--- src/verilog/adapter_consts.svh ---
// Adapter constants
`ifndef ADAPTER_CONSTS_SVH
`define ADAPTER_CONSTS_SVH

// ----------------------------------------
// bus widths
// ----------------------------------------
`define ADDR_W 32
`define ID_W 4
`define BEAT_W 64

// ----------------------------------------
// cache line geometry
// ----------------------------------------
`define LINE_BEATS 4
`define BEAT_IDX_W 2
// byte offset bits inside one beat and one line
`define BEAT_OFFSET 3
`define LINE_OFFSET 5

// AXI encodings
`define AXI_BURST_INCR 2'b01
`define AXI_RESP_OKAY 2'b00

`endif

--- src/verilog/adapter_pkg.sv ---
// Adapter types
`default_nettype none

`include "adapter_consts.svh"

package adapter_pkg;

  typedef logic [`ADDR_W-1:0] addr_t;
  typedef logic [`ID_W-1:0] id_t;
  typedef logic [`BEAT_W-1:0] beat_t;
  typedef logic [`BEAT_W/8-1:0] strb_t;
  typedef beat_t [`LINE_BEATS-1:0] line_t;
  typedef strb_t [`LINE_BEATS-1:0] line_strb_t;

  typedef enum logic {
    REQ_SINGLE = 1'b0,
    REQ_LINE   = 1'b1
  } req_kind_e;

  // ----------------------------------------
  // cache side
  // ----------------------------------------
  typedef struct packed {
    logic       we;
    req_kind_e  kind;
    addr_t      addr;
    id_t        id;
    logic [2:0] size;
    line_t      wdata;
    line_strb_t wstrb;
  } cache_req_t;

  typedef struct packed {
    line_t rdata;
    id_t   id;
  } cache_rsp_t;

  // engine completion, line is zero for writes
  typedef struct packed {
    line_t line;
    id_t   id;
  } eng_done_t;

  // ----------------------------------------
  // AXI channels
  // ----------------------------------------
  typedef struct packed {
    addr_t      addr;
    id_t        id;
    logic [7:0] len;
    logic [2:0] size;
    logic [1:0] burst;
  } axi_aw_t;

  // read address carries the same fields
  typedef axi_aw_t axi_ar_t;

  typedef struct packed {
    beat_t data;
    strb_t strb;
    logic  last;
  } axi_w_t;

  typedef struct packed {
    id_t        id;
    logic [1:0] resp;
  } axi_b_t;

  typedef struct packed {
    beat_t      data;
    id_t        id;
    logic [1:0] resp;
    logic       last;
  } axi_r_t;

  typedef struct packed {
    logic    aw_valid;
    axi_aw_t aw;
    logic    w_valid;
    axi_w_t  w;
    logic    b_ready;
    logic    ar_valid;
    axi_ar_t ar;
    logic    r_ready;
  } axi_req_t;

  typedef struct packed {
    logic   aw_ready;
    logic   w_ready;
    logic   b_valid;
    axi_b_t b;
    logic   ar_ready;
    logic   r_valid;
    axi_r_t r;
  } axi_rsp_t;

  // address phase of a request, line requests start at the line base
  function automatic axi_aw_t ax_from_req(cache_req_t req);
    axi_aw_t ax;
    ax.addr  = req.addr;
    ax.id    = req.id;
    ax.len   = '0;
    ax.size  = req.size;
    ax.burst = `AXI_BURST_INCR;
    if (req.kind == REQ_LINE) begin
      ax.addr[`LINE_OFFSET-1:0] = '0;
      ax.len  = 8'(`LINE_BEATS - 1);
      ax.size = 3'(`BEAT_OFFSET);
    end
    return ax;
  endfunction

endpackage

`default_nettype wire

--- src/verilog/adapter_front.sv ---
// Cache request front end
`default_nettype none

module adapter_front import adapter_pkg::*; (
  input  logic       clk_i,
  input  logic       rst_ni,
  // cache request side
  input  logic       req_i,
  input  cache_req_t req_data_i,
  output logic       gnt_o,
  output logic       busy_o,
  // engine control
  output cache_req_t cmd_o,
  output logic       wr_start_o,
  output logic       rd_start_o,
  input  logic       wr_done_i,
  input  eng_done_t  wr_result_i,
  input  logic       rd_done_i,
  input  eng_done_t  rd_result_i,
  // cache response side
  output logic       rsp_valid_o,
  output cache_rsp_t rsp_o
);

  logic       busy_q;
  logic       wr_start_q;
  logic       rd_start_q;
  logic       rsp_valid_q;
  logic       eng_done;
  eng_done_t  done_sel;
  cache_req_t cmd_q;
  cache_rsp_t rsp_q;

  // one request in flight, grant only while idle
  assign gnt_o  = req_i & ~busy_q;
  assign busy_o = busy_q;

  // engines never finish in the same cycle
  assign eng_done = wr_done_i | rd_done_i;
  assign done_sel = wr_done_i ? wr_result_i : rd_result_i;

  // ----------------------------------------
  // control state
  // ----------------------------------------
  always_ff @(posedge clk_i or negedge rst_ni) begin
    if (!rst_ni) begin
      busy_q      <= 1'b0;
      wr_start_q  <= 1'b0;
      rd_start_q  <= 1'b0;
      rsp_valid_q <= 1'b0;
    end else begin
      // start strobe follows the grant by one cycle
      wr_start_q  <= gnt_o & req_data_i.we;
      rd_start_q  <= gnt_o & ~req_data_i.we;
      rsp_valid_q <= eng_done;
      if (gnt_o) begin
        busy_q <= 1'b1;
      end else if (eng_done) begin
        busy_q <= 1'b0;
      end
    end
  end

  // ----------------------------------------
  // latched command and response
  // ----------------------------------------
  always_ff @(posedge clk_i) begin
    if (gnt_o) begin
      cmd_q <= req_data_i;
    end
    if (eng_done) begin
      rsp_q.rdata <= done_sel.line;
      rsp_q.id    <= done_sel.id;
    end
  end

  assign cmd_o       = cmd_q;
  assign wr_start_o  = wr_start_q;
  assign rd_start_o  = rd_start_q;
  assign rsp_valid_o = rsp_valid_q;
  assign rsp_o       = rsp_q;

endmodule

`default_nettype wire

--- src/verilog/axi_write_ctrl.sv ---
// AXI write engine
`default_nettype none

`include "adapter_consts.svh"

module axi_write_ctrl import adapter_pkg::*; (
  input  logic       clk_i,
  input  logic       rst_ni,
  input  logic       start_i,
  input  cache_req_t cmd_i,
  // AW channel
  output logic       aw_valid_o,
  output axi_aw_t    aw_o,
  input  logic       aw_ready_i,
  // W channel
  output logic       w_valid_o,
  output axi_w_t     w_o,
  input  logic       w_ready_i,
  // B channel
  input  logic       b_valid_i,
  input  axi_b_t     b_i,
  output logic       b_ready_o,
  // completion
  output logic       done_o,
  output eng_done_t  result_o
);

  typedef enum logic [1:0] {
    W_IDLE,
    W_SEND,
    W_ADDR,
    W_RESP
  } wr_state_e;

  wr_state_e              state_q, state_d;
  logic                   aw_sent_q, aw_sent_d;
  logic [`BEAT_IDX_W-1:0] cnt_q, cnt_d;
  logic                   is_line;
  logic                   last_beat;
  logic                   aw_hs;
  logic                   w_hs;

  assign is_line   = cmd_i.kind == REQ_LINE;
  // a single write is its own last beat
  assign last_beat = !is_line || (cnt_q == `BEAT_IDX_W'(`LINE_BEATS - 1));

  // AW and W run independently while sending
  assign aw_valid_o = ((state_q == W_SEND) && !aw_sent_q) || (state_q == W_ADDR);
  assign w_valid_o  = state_q == W_SEND;
  assign b_ready_o  = state_q == W_RESP;

  assign aw_hs = aw_valid_o & aw_ready_i;
  assign w_hs  = w_valid_o & w_ready_i;

  assign aw_o   = ax_from_req(cmd_i);
  assign w_o.data = cmd_i.wdata[cnt_q];
  assign w_o.strb = cmd_i.wstrb[cnt_q];
  assign w_o.last = last_beat;

  // write response carries no data
  assign result_o.line = '0;
  assign result_o.id   = b_i.id;

  // ----------------------------------------
  // next state
  // ----------------------------------------
  always_comb begin
    state_d   = state_q;
    aw_sent_d = aw_sent_q;
    cnt_d     = cnt_q;
    done_o    = 1'b0;
    case (state_q)
      W_IDLE: begin
        if (start_i) begin
          state_d   = W_SEND;
          aw_sent_d = 1'b0;
          cnt_d     = '0;
        end
      end
      W_SEND: begin
        if (aw_hs) begin
          aw_sent_d = 1'b1;
        end
        if (w_hs) begin
          if (last_beat) begin
            // data done, wait for the address if it is still pending
            state_d = (aw_sent_q || aw_hs) ? W_RESP : W_ADDR;
          end else begin
            cnt_d = cnt_q + 1'b1;
          end
        end
      end
      W_ADDR: begin
        if (aw_hs) begin
          state_d = W_RESP;
        end
      end
      W_RESP: begin
        if (b_valid_i) begin
          done_o  = 1'b1;
          state_d = W_IDLE;
        end
      end
      default: state_d = W_IDLE;
    endcase
  end

  always_ff @(posedge clk_i or negedge rst_ni) begin
    if (!rst_ni) begin
      state_q   <= W_IDLE;
      aw_sent_q <= 1'b0;
      cnt_q     <= '0;
    end else begin
      state_q   <= state_d;
      aw_sent_q <= aw_sent_d;
      cnt_q     <= cnt_d;
    end
  end

endmodule

`default_nettype wire

--- src/verilog/axi_read_ctrl.sv ---
// AXI read engine
`default_nettype none

`include "adapter_consts.svh"

module axi_read_ctrl import adapter_pkg::*; (
  input  logic       clk_i,
  input  logic       rst_ni,
  input  logic       start_i,
  input  cache_req_t cmd_i,
  // AR channel
  output logic       ar_valid_o,
  output axi_ar_t    ar_o,
  input  logic       ar_ready_i,
  // R channel
  input  logic       r_valid_i,
  input  axi_r_t     r_i,
  output logic       r_ready_o,
  // completion
  output logic       done_o,
  output eng_done_t  result_o,
  // critical word of a line read
  output logic       crit_valid_o,
  output beat_t      crit_word_o
);

  typedef enum logic [1:0] {
    R_IDLE,
    R_ADDR,
    R_DATA,
    R_DONE
  } rd_state_e;

  rd_state_e              state_q, state_d;
  logic [`BEAT_IDX_W-1:0] cnt_q, cnt_d;
  logic [`BEAT_IDX_W-1:0] slot;
  logic [`BEAT_IDX_W-1:0] crit_idx;
  logic                   is_line;
  logic                   ar_hs;
  logic                   r_hs;
  line_t                  line_q;
  id_t                    id_q;

  assign is_line  = cmd_i.kind == REQ_LINE;
  // beat that holds the requested word
  assign crit_idx = cmd_i.addr[`BEAT_OFFSET +: `BEAT_IDX_W];
  // single reads land in slot 0
  assign slot     = is_line ? cnt_q : '0;

  assign ar_valid_o = state_q == R_ADDR;
  assign r_ready_o  = state_q == R_DATA;
  assign ar_hs      = ar_valid_o & ar_ready_i;
  assign r_hs       = r_valid_i & r_ready_o;

  assign ar_o = ax_from_req(cmd_i);

  assign crit_valid_o = r_hs && is_line && (cnt_q == crit_idx);
  assign crit_word_o  = r_i.data;

  assign done_o        = state_q == R_DONE;
  assign result_o.line = line_q;
  assign result_o.id   = id_q;

  // ----------------------------------------
  // next state
  // ----------------------------------------
  always_comb begin
    state_d = state_q;
    cnt_d   = cnt_q;
    case (state_q)
      R_IDLE: begin
        if (start_i) begin
          state_d = R_ADDR;
          cnt_d   = '0;
        end
      end
      R_ADDR: begin
        if (ar_hs) begin
          state_d = R_DATA;
        end
      end
      R_DATA: begin
        if (r_hs) begin
          cnt_d = cnt_q + 1'b1;
          if (r_i.last) begin
            state_d = R_DONE;
          end
        end
      end
      R_DONE:  state_d = R_IDLE;
      default: state_d = R_IDLE;
    endcase
  end

  always_ff @(posedge clk_i or negedge rst_ni) begin
    if (!rst_ni) begin
      state_q <= R_IDLE;
      cnt_q   <= '0;
    end else begin
      state_q <= state_d;
      cnt_q   <= cnt_d;
    end
  end

  // line buffer, cleared so single reads return zero upper beats
  always_ff @(posedge clk_i) begin
    if (start_i) begin
      line_q <= '0;
    end else if (r_hs) begin
      line_q[slot] <= r_i.data;
    end
    if (r_hs && r_i.last) begin
      id_q <= r_i.id;
    end
  end

endmodule

`default_nettype wire

--- src/verilog/axi_adapter_top.sv ---
// Cache to AXI adapter
`default_nettype none

module axi_adapter_top import adapter_pkg::*; (
  input  logic       clk_i,
  input  logic       rst_ni,
  // cache side
  input  logic       req_i,
  input  cache_req_t req_data_i,
  output logic       gnt_o,
  output logic       busy_o,
  output logic       rsp_valid_o,
  output cache_rsp_t rsp_o,
  output logic       crit_valid_o,
  output beat_t      crit_word_o,
  // AXI master port
  output axi_req_t   axi_req_o,
  input  axi_rsp_t   axi_rsp_i
);

  cache_req_t cmd;
  logic       wr_start;
  logic       rd_start;
  logic       wr_done;
  logic       rd_done;
  eng_done_t  wr_result;
  eng_done_t  rd_result;

  // engine channel outputs
  logic    aw_valid;
  axi_aw_t aw;
  logic    w_valid;
  axi_w_t  w;
  logic    b_ready;
  logic    ar_valid;
  axi_ar_t ar;
  logic    r_ready;

  adapter_front i_front (
    .clk_i       (clk_i),
    .rst_ni      (rst_ni),
    .req_i       (req_i),
    .req_data_i  (req_data_i),
    .gnt_o       (gnt_o),
    .busy_o      (busy_o),
    .cmd_o       (cmd),
    .wr_start_o  (wr_start),
    .rd_start_o  (rd_start),
    .wr_done_i   (wr_done),
    .wr_result_i (wr_result),
    .rd_done_i   (rd_done),
    .rd_result_i (rd_result),
    .rsp_valid_o (rsp_valid_o),
    .rsp_o       (rsp_o)
  );

  axi_write_ctrl i_write (
    .clk_i      (clk_i),
    .rst_ni     (rst_ni),
    .start_i    (wr_start),
    .cmd_i      (cmd),
    .aw_valid_o (aw_valid),
    .aw_o       (aw),
    .aw_ready_i (axi_rsp_i.aw_ready),
    .w_valid_o  (w_valid),
    .w_o        (w),
    .w_ready_i  (axi_rsp_i.w_ready),
    .b_valid_i  (axi_rsp_i.b_valid),
    .b_i        (axi_rsp_i.b),
    .b_ready_o  (b_ready),
    .done_o     (wr_done),
    .result_o   (wr_result)
  );

  axi_read_ctrl i_read (
    .clk_i        (clk_i),
    .rst_ni       (rst_ni),
    .start_i      (rd_start),
    .cmd_i        (cmd),
    .ar_valid_o   (ar_valid),
    .ar_o         (ar),
    .ar_ready_i   (axi_rsp_i.ar_ready),
    .r_valid_i    (axi_rsp_i.r_valid),
    .r_i          (axi_rsp_i.r),
    .r_ready_o    (r_ready),
    .done_o       (rd_done),
    .result_o     (rd_result),
    .crit_valid_o (crit_valid_o),
    .crit_word_o  (crit_word_o)
  );

  // ----------------------------------------
  // merge engine channels onto the bus
  // ----------------------------------------
  assign axi_req_o.aw_valid = aw_valid;
  assign axi_req_o.aw       = aw;
  assign axi_req_o.w_valid  = w_valid;
  assign axi_req_o.w        = w;
  assign axi_req_o.b_ready  = b_ready;
  assign axi_req_o.ar_valid = ar_valid;
  assign axi_req_o.ar       = ar;
  assign axi_req_o.r_ready  = r_ready;

endmodule

`default_nettype wire

--- config.mk ---
export PLATFORM = sky130hd
export DESIGN_NAME = axi_adapter_top
export DESIGN_NICKNAME = d
export VERILOG_FILES = /design/src/verilog/adapter_pkg.sv /design/src/verilog/adapter_front.sv /design/src/verilog/axi_write_ctrl.sv /design/src/verilog/axi_read_ctrl.sv /design/src/verilog/axi_adapter_top.sv
export VERILOG_INCLUDE_DIRS = /design/src /design/src/verilog
export SDC_FILE = /design/constraint.sdc
export NUM_CORES = 1
export LEC_CHECK = 0
export ABC_AREA = 1
export BUFFER_PORTS_ARGS = -buffer_cell sky130_fd_sc_hd__buf_2
export CAP_MARGIN = 30
export CORE_UTILIZATION = 25
export DETAILED_ROUTE_END_ITERATION = 12
export PLACE_DENSITY = 0.54
export SETUP_SLACK_MARGIN = 0.1
export SLEW_MARGIN = 20
export SYNTH_ARGS = -nofsm -noshare
export SYNTH_HDL_FRONTEND = slang
export SYNTH_SLANG_ARGS = --single-unit
--- constraint.sdc ---
create_clock -name clk_i -period 7.8 [get_ports clk_i]
set_clock_uncertainty 0.05 [all_clocks]
set_input_delay 0.78 -clock clk_i [delete_from_list [all_inputs] [get_ports clk_i]]
set_output_delay 0.78 -clock clk_i [all_outputs]
set_load 0.01 [all_outputs]
==> impl_metrics.json, run 1 <==
{
  "setup_violations": 0,
  "rr_worst_depth": 6,
  "syn_area_per_cell_um2": 11.1,
  "dieHeight_um": 364,
  "critPathMaxFanout": 84,
  "slowest_stage": "dfrtp_4",
  "fmax_ghz": 0.246,
  "r2r_slack_ns": 4.33,
  "cts_buffer_depth": 3,
  "power_mw": 15.3,
  "min_to": "i_front.cmd_o[125]",
  "route.detailed.drc": 0,
  "ys_seq_area_frac": 0.708,
  "leakagePower_nw": 16.4,
  "vias": 23100,
  "htree_levels": 3,
  "period_share": 0.520,
  "first_pass_iters": 7,
  "regToRegStartpoint": "i_write.state_q[0]",
  "worstSetupStartpointType": "flip-flop",
  "die_area_um2": 133000,
  "cts_sinks": 861,
  "start_util": 0.253,
  "required_ns": 6.97,
  "wirelength_um": 106000,
  "vias_per_cell": 4.19,
  "synth.distinct_cells": 28,
  "grt_pass1_wl_um": 148000,
  "ioPinCount": 918,
  "cp-end-kind": "primary output",
  "worstHoldPathCells": 1,
  "core_area_um2": 130000,
  "grt_usage": 0.154,
  "wl_per_cell_um": 19.3,
  "die_w_um": 364,
  "post-cts-setup-buffers": 0,
  "insertion_delay_ns": 0.69,
  "final_common_cell": "nor2_1",
  "nets": 4106,
  "path_class": "reg2out",
  "gp_congestion": 0.840,
  "maxCapViolCount": 0,
  "grt_pass1_vias": 21600,
  "hold_class": "in2reg",
  "irDropWorstVdd_mv": 0.225,
  "syn_inst": 2965,
  "num_rows": 132,
  "r2r_end": "i_front.rsp_o[114]",
  "worst_pin_slew_ns": 0.942,
  "final_cell_mix": "nor2_1, buf_2, edfxtp_1, o21ai_0, inv_1",
  "syn_to_final_growth_pct": 24.6,
  "path_clk_slew_ns": 0.06,
  "drive_gt1_frac": 0.287,
  "final_cells": 5512,
  "grt_overflow_total": 0,
  "numCtsBuffers": 93,
  "cpPeakStageDelay_ns": 0.86,
  "dp_hpwl_um": 73200,
  "grt_max_degree": 159,
  "maxSlewHeadroom": 0.372,
  "hp-start": "req_data_i[125]",
  "cts-root-buf": "clkbuf_16",
  "layout_min_cycle_time_ns": 4.06,
  "portBuffers": 897,
  "antenna_found_initial": 49,
  "slew_viol_final": 0,
  "cp.arrival_ns": 3.23,
  "nFillCells": 13400,
  "cts_tree": "done",
  "yosysWarnings": 0,
  "power_density_nw_per_um2": 373,
  "setup_tns_ns": 0,
  "place_inst": 5327,
  "crit_chain": "buf_4, o21ai_0, o22ai_1, buf_2",
  "outcome": "finished, final reports clean",
  "drtAntennaViolNets": 0,
  "rsz0062_at_grt": "no",
  "drt_iter0_markers": 1967,
  "hold_viol": 0,
  "ys_ff_latch": 861,
  "netlist_area_um2": 32800
}
critical path: cells and delay by family (launching register included):
family	cells	cell delay, ns
compound gates	2	0.56
flops	1	0.86
buf+inv	2	0.98
kinds of logic (layout without fill, tap and decap cells):
logic type      count (synthesis)  count (layout)  share of synthesized area
simple gates                  999             999                      0.115
other cells                     2              27                   0.000229
fa+ha+maj                       9               9                    0.00343
compound gates                483             483                     0.0764
buf+inv                       610            1390                     0.0965
xor+xnor                        1               1                   0.000267
flops                         861             861                      0.708
per-stage QoR:
step	hold slack, ns	instance area, µm²	setup WS (ns)	utilization
after floorplan	0.404	32900	1.48	-
after global placement	0.411	37700	3.90	0.291
after detailed placement	0.421	37800	3.83	0.291
after CTS	0.113	40800	3.64	0.315
after global routing	0.126	40900	3.48	0.315
final	0.208	40900	3.74	0.315
report_power, final:
group	internal, mW	switching [mW]	leakage, nW	total, mW
Clock	2.51	1.90	1.47	4.41
Sequential	6.41	0.500	7.84	6.92
Combinational	1.31	2.62	7.10	3.93
Total	10.2	5.03	16.4	15.3
layout make-up:
class / count / area, µm² / area share
Sequential cell: 861 / 23200 / 0.568
Antenna cell: 11 / 27.5 / 0.000673
Clock inverter: 40 / 454 / 0.0111
Timing Repair Buffer: 924 / 4780 / 0.117
Inverter: 295 / 1130 / 0.0276
Tap cell: 1742 / 2180 / 0.0533
Clock buffer: 131 / 2590 / 0.0633
Multi-Input combinational cell: 1508 / 6510 / 0.159
cells in the mapped netlist, drive strengths merged:
library cell	number	area (µm²)
a21oi	2	10.0
a31oi	1	6.26
buf	236	1750
clkbuf	79	312
clkinv	1	5.00
conb	2	7.51
dfrtp	13	325
dfxtp	256	5120
edfxtp	592	17800
ha	9	113
inv	294	1100
nand2	58	225
nand3	7	40.0
nand4	1	6.26
nor2	929	3490
o21ai	408	2040
o22ai	72	450
or2	4	25.0
xnor2	1	8.76
sequential cells by signal, indices dropped and copies added, names as in the netlist:
signal,count
i_front.cmd_o,328
i_read.state_q,2
i_read.id_q,4
i_write.state_q,2
i_front.rd_start_o,1
i_front.rsp_valid_o,1
i_write.aw_sent_q,1
i_front.wr_start_o,1
i_read.result_o,256
i_write.cnt_q,2
i_front.rsp_o,260
i_front.busy_o,1
i_read.cnt_q,2
worst max-delay path by stage:
stage	from	endpoint	depth (start not counted)	slack [ns]
2_1_floorplan	req_i	i_front.cmd_o[0]	2	1.48
3_5_place_dp	axi_rsp_i[79]	i_front.rsp_o[46]	5	3.83
3_3_place_gp	axi_rsp_i[79]	i_front.rsp_o[46]	5	3.90
5_1_grt	i_write.cnt_q[0]	axi_req_o[77]	4	3.48
6_report	i_write.cnt_q[0]	axi_req_o[77]	4	3.74
4_1_cts	i_write.cnt_q[0]	axi_req_o[77]	4	3.64
routing by layer:
metal / share of wire / vias up / track usage / wire length, µm
li1: - / 11000 / - / -
met1: 0.40 / 10900 / 0.186 / 42600
met2: 0.48 / 974 / 0.257 / 51300
met3: 0.085 / 212 / 0.0474 / 8980
met4: 0.031 / 18 / 0.0566 / 3270
met5: 0.0010 / - / 0 / 106
timing repair:
action | in CTS | in global routing
hold buffers | 1 | 0
hold endpoints to repair | 13 | 0
gates resized for setup | 0 | 0
(Power assumes the default switching activity.)
==> run 2, diff against run 1 <==
==> constraint.sdc (replaced) <==
create_clock -name clk_i -period 3.25 [get_ports clk_i]
set_clock_uncertainty 0.05 [all_clocks]
set_input_delay 0.325 -clock clk_i [delete_from_list [all_inputs] [get_ports clk_i]]
set_output_delay 0.325 -clock clk_i [all_outputs]
set_load 0.01 [all_outputs]
==> run 2 against run 1 <==
Design area up 11%. Clock power grew 150%. Worst hold slack worse by 0.15 ns. Global-route usage grew 0.46 points. Die area did not move. Worst setup slack worse by 3.5 ns. Critical path type unchanged. Critical endpoint is now axi_req_o[112]. Largest cell class unchanged.
==> impl_metrics.json, run 2 (same netlist as run 1, synthesis figures left out) <==
{
  "die_area_um2": 133000,
  "rsz0062_at_grt": "no",
  "core_area_um2": 130000,
  "grt_overflow_total": 0,
  "worstHoldPathCells": 3,
  "outcome": "finished, final reports clean",
  "wl_per_cell_um": 18.4,
  "start_util": 0.253,
  "slowest_stage": "dfrtp_4",
  "dieHeight_um": 364,
  "path_clk_slew_ns": 0.06,
  "syn_to_final_growth_pct": 38.1,
  "dp_hpwl_um": 73900,
  "cts_buffer_depth": 3,
  "worst_pin_slew_ns": 1.18,
  "worstSetupStartpointType": "flip-flop",
  "gp_congestion": 0.836,
  "wirelength_um": 109000,
  "required_ns": 2.87,
  "nets": 4531,
  "grt_usage": 0.159,
  "grt_pass1_wl_um": 156000,
  "numCtsBuffers": 95,
  "fmax_ghz": 0.330,
  "irDropWorstVdd_mv": 0.470,
  "ioPinCount": 918,
  "cts_tree": "done",
  "vias": 24800,
  "setup_violations": 0,
  "r2r_slack_ns": 0.90,
  "critPathMaxFanout": 22,
  "drtAntennaViolNets": 0,
  "cts_sinks": 861,
  "portBuffers": 897,
  "slew_viol_final": 0,
  "htree_levels": 3,
  "post-cts-setup-buffers": 0,
  "final_common_cell": "nor2_1",
  "antenna_found_initial": 28,
  "drt_iter0_markers": 1629,
  "regToRegStartpoint": "i_read.state_q[0]",
  "route.detailed.drc": 0,
  "final_core_util": 0.349,
  "first_pass_iters": 5,
  "hold_class": "in2reg",
  "grt_max_degree": 177,
  "grt_pass1_vias": 24300,
  "leakagePower_nw": 18.3,
  "final_cell_mix": "nor2_1, buf_2, edfxtp_1, dlygate4sd3_1, o21ai_0",
  "num_rows": 132,
  "insertion_delay_ns": 0.70,
  "die_w_um": 364,
  "crit_chain": "inv_2, buf_4, o21ai_0, o22ai_1, buf_2",
  "cts-root-buf": "clkbuf_16",
  "power_density_nw_per_um2": 832,
  "hold_viol": 0,
  "power_mw": 37.7,
  "largest_register_ffs": 328,
  "maxSlewHeadroom": 0.211,
  "vias_per_cell": 4.17,
  "r2r_end": "i_read.result_o[88]",
  "period_share": 0.933,
  "drive_gt1_frac": 0.267,
  "cp.arrival_ns": 2.66,
  "cpPeakStageDelay_ns": 0.57,
  "min_to": "i_read.result_o[128]",
  "hp-start": "axi_rsp_i[67]",
  "maxCapViolCount": 0,
  "cp-end-kind": "primary output",
  "rr_worst_depth": 9,
  "path_class": "reg2out",
  "layout_min_cycle_time_ns": 3.03
}
==> run 2: changes by cell type in the layout (fill, tap and decap cells not counted), moves of 7 or more <==
| cell | previous run | this run |
|---|---|---|
| buf_12 | 4 | 16 |
| clkbuf_1 | 27 | 20 |
| buf_4 | 20 | 32 |
| dlygate4sd3_1 | 1 | 402 |
==> run 2: timing repair <==
item,in CTS,in global routing
hold buffers,402,0
gates resized for setup,0,1
endpoints found under the hold margin,586,0
endpoints found under the setup margin,0,3
==> run 2: routing by layer <==
layer  wire, µm  vias up  part of all wire  track usage
met2      53700      999              0.49        0.275
met1      44100    11700              0.40        0.190
met4       3790        2             0.035       0.0615
met3       7670      191             0.070       0.0363
li1           -    11900                 -            -
met5         13        -           0.00012            0
==> run 2: worst max-delay path by stage <==
stage                            startpoint                    to  slack [ns]  depth (start not counted)
after CTS                  i_write.cnt_q[0]        axi_req_o[112]        0.15                          5
after detailed placement  i_read.state_q[0]  i_read.result_o[105]        0.92                          9
final                      i_write.cnt_q[1]        axi_req_o[112]        0.22                          5
after global placement     i_write.cnt_q[0]        axi_req_o[112]        0.94                          5
after floorplan              i_front.busy_o      i_front.cmd_o[0]       -2.68                          3
after global routing       i_write.cnt_q[1]        axi_req_o[116]        0.14                          5
==> run 2: power breakdown <==
| group | internal [mW] | switching, mW | leakage [nW] |
|---|---|---|---|
| registers | 15.4 | 1.19 | 7.84 |
| logic | 3.62 | 6.54 | 8.91 |
| clock network | 6.38 | 4.62 | 1.56 |
| total | 25.4 | 12.3 | 18.3 |
==> run 2: area by class of cell <==
type | instances | area, µm²
antenna | 5 | 12.5
clock buffer | 120 | 2530
clock inverter | 60 | 671
fill | 13100 | 84500
inverter | 295 | 1130
multi-input combinational | 1508 | 6500
sequential | 861 | 23200
tap | 1742 | 2180
timing repair buffer | 1347 | 9070
==> run 2: worst max-delay path, delay by kind of cell, from the launching register on <==
family | cells | cell delay, ns
buffers and inverters | 3 | 0.92
DFF | 1 | 0.57
AOI/OAI and AO/OA | 2 | 0.45
==> run 2: through the flow <==
stage               std cells  setup WS, ns  hold slack, ns  setup TNS, ns  cell area (µm²)
finish                   5938         0.218          0.0597              0            45300
global route             5936         0.141          0.0222              0            45300
CTS                      5933         0.147         0.00305              0            45300
detailed placement       5351         0.917           0.249              0            38100
global placement         5351         0.940           0.244              0            38100
floorplan                2979         -2.68         -0.0206        -880.40            32900
==> run 3, diff against run 2 <==
--- a/config.mk
+++ b/config.mk
@@ -10,6 +10,7 @@
 export BUFFER_PORTS_ARGS = -buffer_cell sky130_fd_sc_hd__buf_2
 export CAP_MARGIN = 30
 export CORE_UTILIZATION = 25
+export CTS_BUF_LIST = sky130_fd_sc_hd__clkbuf_4
 export DETAILED_ROUTE_END_ITERATION = 12
 export PLACE_DENSITY = 0.54
 export SETUP_SLACK_MARGIN = 0.1
==> run 3 against run 2 <==
Worst hold slack improved by 0.15 ns. Register-to-register slack got worse by 0.27 ns. Largest power group unchanged. Sequential share of layout area down 4.6 points. Via count increased by 13%. Utilization rose by 3.4 points. Total power shrank 0.32%. Critical path type unchanged. Highest routed layer unchanged. Worst setup slack improved by 0.0062 ns. Die area unchanged. Largest cell class unchanged. Clock-buffer cell count is 216 higher.
==> impl_metrics.json, run 3 (same netlist as run 1, synthesis figures left out) <==
{
  "combPwrFrac": 0.304,
  "clockPowerShare": 0.256,
  "cts-root-buf": "clkbuf_4",
  "switching_share": 0.345,
  "grt_pass1_vias": 28400,
  "final_cell_area_um2": 49800,
  "place_area_um2": 38100,
  "grt.busiest_layer": "met2",
  "grt_use_met1": 0.201,
  "vias": 28000,
  "ioPinCount": 918,
  "drtAntennaViolNets": 0,
  "cpPeakStageDelay_ns": 0.51,
  "insertion_delay_ns": 1.12,
  "numCtsBuffers": 225,
  "place_inst": 5351,
  "route.detailed.drc": 0,
  "grt_overflow_total": 0,
  "fmax_ghz": 0.331,
  "final_cell_mix": "nor2_1, buf_2, dlygate4sd3_1, edfxtp_1, clkbuf_4",
  "critPathMaxFanout": 11,
  "die_w_um": 364,
  "num_rows": 132,
  "maxSlewHeadroom": 0.207,
  "final_cells": 6627,
  "dp_hpwl_um": 73900,
  "worst_path_most_repeated_cell": "buf_12",
  "grt_pass1_wl_um": 175000,
  "hold_viol": 0,
  "p_switching_mw": 13.0,
  "cp.arrival_ns": 2.65,
  "wl_per_cell_um": 18.5,
  "cts_tree": "done",
  "hold_class": "in2reg",
  "dieHeight_um": 364,
  "multiInputGateArea_um2": 6600,
  "worstSetupStartpointType": "flip-flop",
  "vias_per_cell": 4.23,
  "layout_min_cycle_time_ns": 3.03,
  "syn_to_final_growth_pct": 51.7,
  "use_met3": 0.0506,
  "maxCapViolCount": 0,
  "outcome": "finished, final reports clean",
  "irDropWorstVdd_mv": 0.398,
  "power_density_nw_per_um2": 755,
  "slew_viol_final": 0,
  "start_util": 0.253,
  "gp_congestion": 0.836,
  "leakagePower_nw": 20.5,
  "setup_tns_ns": 0,
  "pwr-share-seq": 0.440,
  "portBuffers": 897,
  "required_ns": 2.87,
  "final_common_cell": "nor2_1",
  "first_pass_iters": 5,
  "drive_gt1_frac": 0.282,
  "setup_violations": 0,
  "slowest_stage": "dfrtp_4",
  "nFillCells": 12700,
  "grt_use_met2": 0.308,
  "cp-end-kind": "primary output",
  "rsz0062_at_grt": "yes",
  "worst_hold_slack_ns": 0.210,
  "drt_iter0_markers": 1849,
  "cts_sinks": 861,
  "grt_max_degree": 177,
  "internal-power_mw": 24.6,
  "path_clk_slew_ns": 0.06,
  "final_core_util": 0.384,
  "cts_buffer_depth": 3,
  "crit_chain": "buf_12, inv_16, buf_12, buf_16, o21ai_0, o22ai_1, buf_2",
  "seqCellArea_um2": 23200,
  "antenna_found_initial": 29,
  "largest_register_ffs": 328,
  "core_area_um2": 130000,
  "wirelength_um": 123000,
  "path_class": "reg2out",
  "nets": 5098,
  "worst_pin_slew_ns": 1.19,
  "die_area_um2": 133000,
  "htree_levels": 4,
  "grt_usage": 0.177,
  "period_share": 0.931
}
==> run 3: cell count changes in the layout (fill, tap and decap cells not counted), sizes merged <==
cell / change
clkinvlp: -1
bufinv: -8
inv: +1
clkbuf: +219
dlygate4sd3: +412
bufbuf: +1
buf: +19
diode: +16
clkinv: +30
==> run 3: power by group through the flow <==
| stage | clock network (mW) | registers (mW) | logic [mW] |
|---|---|---|---|
| after floorplan | 0 | 17.3 | 5.16 |
| after global placement | 0 | 16.8 | 9.78 |
| after detailed placement | 0 | 16.8 | 9.85 |
| after CTS | 9.88 | 16.5 | 11.2 |
| after global routing | 10.5 | 16.8 | 12.5 |
| final | 9.62 | 16.6 | 11.4 |
==> run 3: cell type report <==
type | count | area share
timing repair inverter | 2 | 0.000352
clock buffer | 336 | 0.0507
inverter | 295 | 0.0231
sequential | 861 | 0.467
tap | 1742 | 0.0438
clock inverter | 80 | 0.00842
timing repair buffer | 1782 | 0.273
multi-input combinational | 1508 | 0.133
antenna | 21 | 0.00106
==> run 3: metal layers <==
| layer | wire length (µm) | share of wire |
|---|---|---|
| met5 | 39 | 0.00032 |
| met4 | 4670 | 0.038 |
| met3 | 9040 | 0.074 |
| met2 | 61200 | 0.50 |
| met1 | 47600 | 0.39 |
==> run 3: worst max-delay path: cells and delay by family, from the launching register on <==
family                 cells  cell delay [ns]
AOI/OAI and AO/OA          2             0.27
buffers and inverters      5             0.75
DFF                        1             0.51
==> run 3: worst paths after layout <==
kind / from / to / slack, ns / depth (start not counted)
setup / recovery: i_write.cnt_q[0] / axi_req_o[114] / 0.22 / 7
setup reg to reg: i_write.state_q[1] / i_front.rsp_o[0] / 0.63 / 7
max in group asynchronous: rst_ni / i_write.cnt_q[1] / 2.06 / 3
hold / removal: axi_rsp_i[63] / i_read.result_o[60] / 0.21 / 4
min in group asynchronous: rst_ni / i_read.cnt_q[1] / 0.40 / 3
hold reg to reg: i_read.result_o[135] / i_read.result_o[135] / 0.43 / 2
==> run 3: stage by stage <==
step / worst slack, ns / power, mW
CTS: 0.0577 / 37.7
finish: 0.224 / 37.6
detailed placement: 0.917 / 26.6
global placement: 0.940 / 26.5
floorplan: -2.68 / 22.4
global route: 0.0278 / 39.9
==> run 3: timing repair <==
item / 4_1_cts / 5_1_grt
hold buffers: 814 / 0
setup buffers: 16 / 1
resized for setup: 48 / 11
gates cloned: 5 / 3
setup endpoints to repair: 75 / 40
pin swaps: 3 / 8
hold endpoints to repair: 705 / 0
